==> config.mk <==
export PLATFORM = sky130hd
export DESIGN_NAME = rename_commit_top
export DESIGN_NICKNAME = d
export VERILOG_FILES = /design/src/rob_pkg.sv /design/src/commit_stage.sv /design/src/reg_file.sv /design/src/rename_commit_top.sv /design/src/rename_stage.sv /design/src/reorder_buffer.sv
export VERILOG_INCLUDE_DIRS = /design/src /design/src/include
export SDC_FILE = /design/constraint.sdc
export NUM_CORES = 2
export LEC_CHECK = 0
export BUFFER_PORTS_ARGS = -buffer_cell sky130_fd_sc_hd__buf_2
export CORE_AREA = 3 3 376 378
export CTS_CLUSTER_DIAMETER = 50
export DETAILED_ROUTE_END_ITERATION = 10
export DIE_AREA = 0 0 379 381
export GPL_ROUTABILITY_DRIVEN = 1
export PLACE_DENSITY = 0.71
export SLEW_MARGIN = 20
export SYNTH_ARGS = -nofsm -noshare
export SYNTH_HDL_FRONTEND = slang
export SYNTH_SLANG_ARGS = --single-unit
==> constraint.sdc <==
create_clock -name clk -period 15.4 [get_ports clk]
set_input_delay 0.77 -clock clk [delete_from_list [all_inputs] [get_ports clk]]
set_output_delay 0.77 -clock clk [all_outputs]
set_load 0.005 [all_outputs]
==> src/include/rob_defs.svh <==
`ifndef ROB_DEFS_SVH
`define ROB_DEFS_SVH

// register data width.
`define DATA_W 32

// 32 architectural registers where r0 reads zero.
`define REG_ADDR_W 5

// reorder buffer tag width and a depth that equals 2**ROB_TAG_W.
`define ROB_TAG_W 3
`define ROB_DEPTH 8

// downstream retire credits granted after reset.
`define RETIRE_CREDITS 4

`endif

==> src/rob_pkg.sv <==
`default_nettype none
`include "rob_defs.svh"

package rob_pkg;

  typedef logic [`DATA_W-1:0]     data_t;
  typedef logic [`REG_ADDR_W-1:0] reg_addr_t;
  typedef logic [`ROB_TAG_W-1:0]  rob_tag_t;

  typedef struct packed {
    reg_addr_t dest;
    reg_addr_t src1;
    reg_addr_t src2;
  } dispatch_t;

  typedef struct packed {
    logic  is_ref; // value holds the zero-extended tag when set.
    data_t value;
  } operand_t;

  typedef struct packed {
    rob_tag_t  tag;
    reg_addr_t dest;
    operand_t  op1;
    operand_t  op2;
  } issue_t;

  typedef struct packed {
    rob_tag_t tag;
    data_t    data;
  } writeback_t;

  typedef struct packed {
    rob_tag_t  tag;
    reg_addr_t dest;
    data_t     data;
  } commit_t;

endpackage

`default_nettype wire

==> src/commit_stage.sv <==
`timescale 1ns/1ps
`default_nettype none
`include "rob_defs.svh"

module commit_stage (
  input  wire                clk,
  input  wire                rst,
  input  wire                flush,
  input  wire                head_valid,
  input  wire rob_pkg::commit_t head,
  input  wire                retire_credit,
  output logic               commit_en,
  output logic               retire_valid,
  output rob_pkg::commit_t   retire,
  output logic               dispatch_credit
);

  localparam int CREDIT_W = $clog2(`RETIRE_CREDITS + 1);

  logic [CREDIT_W-1:0] credits;

  // head waits here when downstream has no room.
  assign commit_en = head_valid && (credits != '0) && !flush;

  always_ff @(posedge clk) begin
    if (!rst) begin
      credits         <= CREDIT_W'(`RETIRE_CREDITS);
      retire_valid    <= 1'b0;
      dispatch_credit <= 1'b0;
    end else begin
      case ({commit_en, retire_credit})
        2'b10:   credits <= credits - 1'b1;
        2'b01:   credits <= credits + 1'b1;
        default: credits <= credits;
      endcase
      retire_valid    <= commit_en;
      dispatch_credit <= commit_en; // one freed entry per commit.
    end
  end

  always_ff @(posedge clk) begin
    if (commit_en) begin
      retire <= head;
    end
  end

  // downstream must not return more credits than it was granted.
  a_credit_bound : assert property (@(posedge clk) disable iff (!rst)
    credits <= `RETIRE_CREDITS)
    else $error("commit_stage: retire credits above %0d", `RETIRE_CREDITS);

endmodule

`default_nettype wire

==> src/reg_file.sv <==
`timescale 1ns/1ps
`default_nettype none
`include "rob_defs.svh"

module reg_file (
  input  wire                  clk,
  input  wire                  rst,
  input  wire                  flush,
  input  wire rob_pkg::reg_addr_t rd_addr1,
  input  wire rob_pkg::reg_addr_t rd_addr2,
  output rob_pkg::operand_t    op1,
  output rob_pkg::operand_t    op2,
  input  wire                  ref_we,
  input  wire rob_pkg::reg_addr_t ref_addr,
  input  wire rob_pkg::rob_tag_t  ref_tag,
  input  wire                  commit_en,
  input  wire rob_pkg::commit_t   head
);

  localparam int NUM_REGS = 1 << `REG_ADDR_W;

  rob_pkg::data_t            values   [0:NUM_REGS-1];
  rob_pkg::rob_tag_t         ref_tags [0:NUM_REGS-1];
  logic [NUM_REGS-1:0]       ref_valid;
  logic                      commit_fire;
  logic                      commit_hit;

  assign commit_fire = commit_en && !flush;

  // reference still names the committing tag.
  assign commit_hit = commit_fire && ref_valid[head.dest] && (ref_tags[head.dest] == head.tag);

  always_ff @(posedge clk) begin
    if (!rst) begin
      for (int i = 0; i < NUM_REGS; i++) begin
        values[i] <= '0;
      end
      ref_valid <= '0;
    end else begin
      if (commit_fire && (head.dest != {`REG_ADDR_W{1'b0}})) begin
        values[head.dest] <= head.data;
      end
      if (flush) begin
        ref_valid <= '0;
      end else begin
        if (commit_hit) begin
          ref_valid[head.dest] <= 1'b0;
        end
        // a tag write to the same register overrides the clear above.
        if (ref_we) begin
          ref_valid[ref_addr] <= 1'b1;
        end
      end
    end
  end

  always_ff @(posedge clk) begin
    if (ref_we) begin
      ref_tags[ref_addr] <= ref_tag;
    end
  end

  function automatic rob_pkg::operand_t read_port(input rob_pkg::reg_addr_t addr);
    rob_pkg::operand_t rd;
    rd = '0;
    if (addr == {`REG_ADDR_W{1'b0}}) begin
      rd = '0;
    end else if (ref_valid[addr] && commit_fire && (ref_tags[addr] == head.tag)) begin
      rd.value = head.data; // committing tag bypass.
    end else if (ref_valid[addr]) begin
      rd.is_ref = 1'b1;
      rd.value[`ROB_TAG_W-1:0] = ref_tags[addr];
    end else begin
      rd.value = values[addr];
    end
    return rd;
  endfunction

  always_comb begin
    op1 = read_port(rd_addr1);
    op2 = read_port(rd_addr2);
  end

endmodule

`default_nettype wire

==> src/rename_commit_top.sv <==
`timescale 1ns/1ps
`default_nettype none
`include "rob_defs.svh"

module rename_commit_top (
  input  wire                   clk,
  input  wire                   rst,
  input  wire                   dispatch_valid,
  input  wire rob_pkg::dispatch_t  dispatch,
  input  wire                   wb_valid,
  input  wire rob_pkg::writeback_t wb,
  input  wire                   flush,
  input  wire                   retire_credit,
  output logic                  dispatch_credit,
  output logic                  issue_valid,
  output rob_pkg::issue_t       issue,
  output logic                  retire_valid,
  output rob_pkg::commit_t      retire
);

  logic               alloc_valid;
  rob_pkg::rob_tag_t  alloc_tag;
  rob_pkg::reg_addr_t rd_addr1;
  rob_pkg::reg_addr_t rd_addr2;
  rob_pkg::operand_t  op1;
  rob_pkg::operand_t  op2;
  logic               ref_we;
  rob_pkg::reg_addr_t ref_addr;
  rob_pkg::rob_tag_t  ref_tag;
  logic               commit_en;
  logic               head_valid;
  rob_pkg::commit_t   head;

  rename_stage u_rename (
    .clk            (clk),
    .rst            (rst),
    .dispatch_valid (dispatch_valid),
    .dispatch       (dispatch),
    .alloc_tag      (alloc_tag),
    .op1            (op1),
    .op2            (op2),
    .alloc_valid    (alloc_valid),
    .rd_addr1       (rd_addr1),
    .rd_addr2       (rd_addr2),
    .ref_we         (ref_we),
    .ref_addr       (ref_addr),
    .ref_tag        (ref_tag),
    .issue_valid    (issue_valid),
    .issue          (issue)
  );

  reg_file u_reg_file (
    .clk       (clk),
    .rst       (rst),
    .flush     (flush),
    .rd_addr1  (rd_addr1),
    .rd_addr2  (rd_addr2),
    .op1       (op1),
    .op2       (op2),
    .ref_we    (ref_we),
    .ref_addr  (ref_addr),
    .ref_tag   (ref_tag),
    .commit_en (commit_en),
    .head      (head)
  );

  reorder_buffer u_rob (
    .clk         (clk),
    .rst         (rst),
    .flush       (flush),
    .alloc_valid (alloc_valid),
    .dispatch    (dispatch),
    .alloc_tag   (alloc_tag),
    .wb_valid    (wb_valid),
    .wb          (wb),
    .commit_en   (commit_en),
    .head_valid  (head_valid),
    .head        (head)
  );

  commit_stage u_commit (
    .clk             (clk),
    .rst             (rst),
    .flush           (flush),
    .head_valid      (head_valid),
    .head            (head),
    .retire_credit   (retire_credit),
    .commit_en       (commit_en),
    .retire_valid    (retire_valid),
    .retire          (retire),
    .dispatch_credit (dispatch_credit)
  );

endmodule

`default_nettype wire

==> src/rename_stage.sv <==
`timescale 1ns/1ps
`default_nettype none
`include "rob_defs.svh"

module rename_stage (
  input  wire                 clk,
  input  wire                 rst,
  input  wire                 dispatch_valid,
  input  wire rob_pkg::dispatch_t dispatch,
  input  wire rob_pkg::rob_tag_t  alloc_tag,
  input  wire rob_pkg::operand_t  op1,
  input  wire rob_pkg::operand_t  op2,
  output logic                alloc_valid,
  output rob_pkg::reg_addr_t  rd_addr1,
  output rob_pkg::reg_addr_t  rd_addr2,
  output logic                ref_we,
  output rob_pkg::reg_addr_t  ref_addr,
  output rob_pkg::rob_tag_t   ref_tag,
  output logic                issue_valid,
  output rob_pkg::issue_t     issue
);

  logic dest_is_zero;

  assign dest_is_zero = (dispatch.dest == {`REG_ADDR_W{1'b0}});

  // every dispatch takes the tail entry.
  assign alloc_valid = dispatch_valid;

  assign rd_addr1 = dispatch.src1;
  assign rd_addr2 = dispatch.src2;

  assign ref_we   = dispatch_valid && !dest_is_zero; // r0 never takes a reference.
  assign ref_addr = dispatch.dest;
  assign ref_tag  = alloc_tag;

  always_ff @(posedge clk) begin
    if (!rst) begin
      issue_valid <= 1'b0;
    end else begin
      issue_valid <= dispatch_valid;
    end
  end

  // operands are sampled before the new reference lands.
  always_ff @(posedge clk) begin
    if (dispatch_valid) begin
      issue.tag  <= alloc_tag;
      issue.dest <= dispatch.dest;
      issue.op1  <= op1;
      issue.op2  <= op2;
    end
  end

endmodule

`default_nettype wire

==> src/reorder_buffer.sv <==
`timescale 1ns/1ps
`default_nettype none
`include "rob_defs.svh"

module reorder_buffer (
  input  wire                   clk,
  input  wire                   rst,
  input  wire                   flush,
  input  wire                   alloc_valid,
  input  wire rob_pkg::dispatch_t  dispatch,
  output rob_pkg::rob_tag_t     alloc_tag,
  input  wire                   wb_valid,
  input  wire rob_pkg::writeback_t wb,
  input  wire                   commit_en,
  output logic                  head_valid,
  output rob_pkg::commit_t      head
);

  rob_pkg::reg_addr_t       entry_dest [0:`ROB_DEPTH-1];
  rob_pkg::data_t           entry_data [0:`ROB_DEPTH-1];
  logic [`ROB_DEPTH-1:0]    entry_valid;
  logic [`ROB_DEPTH-1:0]    entry_done;
  rob_pkg::rob_tag_t        head_ptr;
  rob_pkg::rob_tag_t        tail_ptr;
  logic [`ROB_TAG_W:0]      count;
  logic                     commit_fire;

  assign commit_fire = commit_en && head_valid && !flush;

  assign alloc_tag  = tail_ptr;
  assign head_valid = entry_valid[head_ptr] && entry_done[head_ptr];

  assign head.tag  = head_ptr;
  assign head.dest = entry_dest[head_ptr];
  assign head.data = entry_data[head_ptr];

  always_ff @(posedge clk) begin
    if (!rst) begin
      entry_valid <= '0;
      entry_done  <= '0;
      head_ptr    <= '0;
      tail_ptr    <= '0;
      count       <= '0;
    end else if (flush) begin
      // drop everything in flight.
      entry_valid <= '0;
      entry_done  <= '0;
      head_ptr    <= '0;
      tail_ptr    <= '0;
      count       <= '0;
    end else begin
      if (alloc_valid) begin
        entry_valid[tail_ptr] <= 1'b1;
        entry_done[tail_ptr]  <= 1'b0;
        tail_ptr              <= tail_ptr + 1'b1; // wraps at depth.
      end
      if (wb_valid) begin
        entry_done[wb.tag] <= 1'b1;
      end
      if (commit_fire) begin
        entry_valid[head_ptr] <= 1'b0;
        head_ptr              <= head_ptr + 1'b1;
      end
      count <= count + {{`ROB_TAG_W{1'b0}}, alloc_valid}
                     - {{`ROB_TAG_W{1'b0}}, commit_fire};
    end
  end

  always_ff @(posedge clk) begin
    if (alloc_valid) begin
      entry_dest[tail_ptr] <= dispatch.dest;
    end
    if (wb_valid) begin
      entry_data[wb.tag] <= wb.data;
    end
  end

  // upstream credits must keep dispatch within the buffer.
  a_no_alloc_full : assert property (@(posedge clk) disable iff (!rst)
    alloc_valid |-> (count < `ROB_DEPTH))
    else $error("reorder_buffer: allocation while full");

  // execution may only write back tags that are still in flight.
  a_wb_in_flight : assert property (@(posedge clk) disable iff (!rst)
    wb_valid |-> entry_valid[wb.tag])
    else $error("reorder_buffer: writeback to tag %0d not in flight", wb.tag);

endmodule

`default_nettype wire

==> results.cfg <==
[worst_setup_path]
crit_type = reg2reg
cp_top_family = compound AO/OA/AOI/OAI gates
cp_slowest_cell = dfxtp_4
path_cells = mux4_2 -> mux2i_4 -> buf_4 -> buf_4 -> mux2i_1 -> a221oi_1 -> a21oi_1 -> o31ai_2 -> nand4_1 -> o41a_1 -> o21a_1
worstPathRequired_ns = 16.10
crit_cells = 11
critPathBufInv = 2
cpMostUsedCell = buf_4
cpPeakStageDelay_ns = 0.87
ff2ff_path_depth = 11
worstSetupEndpointType = flop
r2r_slack_ns = 9.87
arrival_ns = 6.23
startpoint_type = flop
rr_endpoint = u_reg_file.ref_valid[1]
cp_max_fo = 52

[synthesis]
synth_adder_area_share_pct = 0.0758
ys_seq_elements = 1592
netlist_instances = 4713
synthSimpleGateAreaFrac_pct = 7.41
synth_mux_area_share_pct = 25.9
ys_types = 58
synth_xor_area_share_pct = 0.160
synthArstFlopShare_pct = 0
synth_top_family_by_area = multiplexers
synth_compound_area_share_pct = 1.60
ys_seq_area_share_pct = 62.1
synth-edff-count = 1530
avgSynthCellArea_um2 = 16.1
synth_area_mm2 = 0.0760
synthFlopType = edfxtp_1
synth_warnings = 0

[clocking]
clock_path_buffers = 3
postCtsResizedCells = 0
clock_latency_ns = 0.82
cts_tree = done
path_clk_slew_ns = 0.06
h-tree-depth = 4
ctsHoldBuffers = 0
root_buffer = clkbuf_16
clock-sinks = 1592
post-cts-setup-buffers = 0
numCtsBuffers = 171

[routing]
drt-vias-per-instance = 6.92
drt.antenna.violating_nets = 0
drc_errors = 0
routed_wl_um = 218000
vias = 46300
post_drt_wl_per_cell_um = 32.6
wl_met3_um = 29800
wl_met2_um = 101000
wl_met1_um = 79400
drtIter0Drc = 7096
first_pass_iters = 5
highest-signal-layer = met5

[sta]
slew-limit-headroom_pct = 17.6
fin_worst_skew_ns = 0.0374
final-hold-violation-count = 0
setup_tns_ns = 0
period_minus_slack_ns = 5.53
setup_viol = 0
fmax_mhz = 181
rsz0062_at_grt = no
whs_ns = 0.221
maxSlewViolCount = 0
fin_crit_sh_pct = 35.9
timing_worst_slew_pin_value_ns = 1.23

[run_status]
outcome = finished clean

[floorplan]
die-height_um = 381
coreArea_mm2 = 0.138
ioPinCount = 173
std_cell_rows = 136
fp.dieW_um = 379
die_area_mm2 = 0.144
initial_core_util_pct = 55.1

[place]
dp_hpwl_um = 134000
io_buffer_count = 172
place.gp.congestion = 0.905

[finish]
mostFrequentLayoutCell = edfxtp_1
seq_area_mm2 = 0.0472
area_growth_pct = 11.2
nFillCells = 9958
layout-drive-gt1-share_pct = 30.1
multi_input_area_mm2 = 0.0276
nets = 4812
layout_common_cells = 1,530 x edfxtp_1, 1,135 x nor2_1, 783 x mux4_2

[power_and_ir_drop]
peakVddDrop_mv = 0.102
p_switching_mw = 2.32
leakage_nw = 29.6
netSwitchingFraction_pct = 23.5
p_int_mw = 7.53
p_clk_share_pct = 41.2
pwr_density_cell_mw_per_mm2 = 117
power_mw = 9.85
seqPwrFrac_pct = 50.3
comb_power_share_pct = 8.5

[global_route]
gr-total-overflow = 0
antenna_found_initial = 15
grt_usage_pct = 30.5
grt_pass1_vias = 45600
grt_max_degree = 145
grt_pass1_wl_um = 318000

[hold_path]
min_from = wb[16]
hold_path_end = u_rob.entry_data[4][16]
min_path_cells = 1
min_path_type = in2reg

[job]
maxCapViolations = 0
## metal layers
layer	track usage [%]	vias to the layer above
li1	-	18500
met1	43.7	24000
met2	45.5	3369
met3	8.92	474
met4	10.4	4
met5	0	-
## registers in the layout, indices dropped and copies added (netlist names), named ones only
name	cells
u_commit.credits	3
u_commit.retire	40
u_commit.retire_valid	1
u_reg_file.ref_tags	96
u_reg_file.ref_valid	32
u_reg_file.values	1024
u_rename.issue	74
u_rename.issue_valid	1
u_rob.alloc_tag	3
u_rob.entry_data	256
u_rob.entry_dest	40
u_rob.entry_done	8
u_rob.entry_valid	8
u_rob.head_ptr	3
## worst max path at each step
stage / from / slack (ns) / to
floorplan: u_rob.head_ptr[1] / 8.51 / u_reg_file.values[11][0]
global placement: flop / 9.56 / u_reg_file.values[8][13]
detailed placement: flop / 9.50 / u_reg_file.values[8][13]
CTS: flop / 9.46 / u_reg_file.values[8][8]
global route: flop / 9.57 / u_reg_file.ref_valid[25]
finish: flop / 9.87 / u_reg_file.ref_valid[1]
## power by group through the flow
stage / registers [mW] / clock network, mW / logic [mW]
CTS: 4.95 / 4.08 / 0.829
global route: 4.96 / 4.25 / 0.878
global placement: 5.03 / 0 / 0.820
detailed placement: 5.04 / 0 / 0.827
finish: 4.95 / 4.06 / 0.842
floorplan: 5.01 / 0 / 0.531
## cell type report
| cell class | instances | area share (%) |
|---|---|---|
| repair buffers | 272 | 2.03 |
| clock buffers | 212 | 5.35 |
| inverters | 58 | 0.258 |
| multi-input cells | 2657 | 32.6 |
| well taps | 1794 | 2.66 |
| flip-flops and latches | 1592 | 55.9 |
| diodes | 5 | 0.0148 |
| clock inverters | 108 | 1.19 |
## Yosys cell counts, types with 19 or more instances
| master | count | share of area, % |
|---|---|---|
| mux2_2 | 30 | 0.44 |
| o21ai_0 | 25 | 0.16 |
| dfxtp_1 | 62 | 1.6 |
| nor2_1 | 1143 | 5.6 |
| o22ai_1 | 23 | 0.19 |
| mux4_2 | 783 | 23 |
| mux2i_1 | 168 | 2.2 |
| a21oi_1 | 92 | 0.61 |
| nand2_1 | 176 | 0.87 |
| nor4_1 | 19 | 0.16 |
| edfxtp_1 | 1530 | 60 |
| buf_1 | 62 | 0.31 |
| clkbuf_1 | 324 | 1.6 |
| inv_1 | 53 | 0.26 |
| nor3_1 | 32 | 0.21 |
| buf_2 | 39 | 0.26 |
## logic make-up (layout without fill, tap and decap cells)
logic type,Yosys count,after routing
AOI/OAI and AO/OA,196,196
DFF,1592,1592
xor gates and xnor gates,13,13
and+or+nand+nor,1426,1426
other,1,40
adders and majority gates,4,4
buffers and inverters,498,650
muxes,983,983
## worst reg2reg max path: cells and delay by family (launching register included)
kind                   cells  cell delay, ns
AO/OA/AOI/OAI              5            1.70
buffers and inverters      2            1.09
flip-flops                 1            0.87
multiplexers               3            1.07
AND/OR/NAND/NOR            1            0.73
## stage by stage
step	instance area, um2	setup WS (ns)	std cells	util, %
detailed placement	78900	9.50	6373	57.3
CTS	84500	9.46	6693	61.3
finish	84500	9.87	6698	61.3
floorplan	76100	8.51	4747	-
global route	84500	9.57	6694	61.3
global placement	78900	9.56	6372	57.2
(Power assumes the default switching activity.)
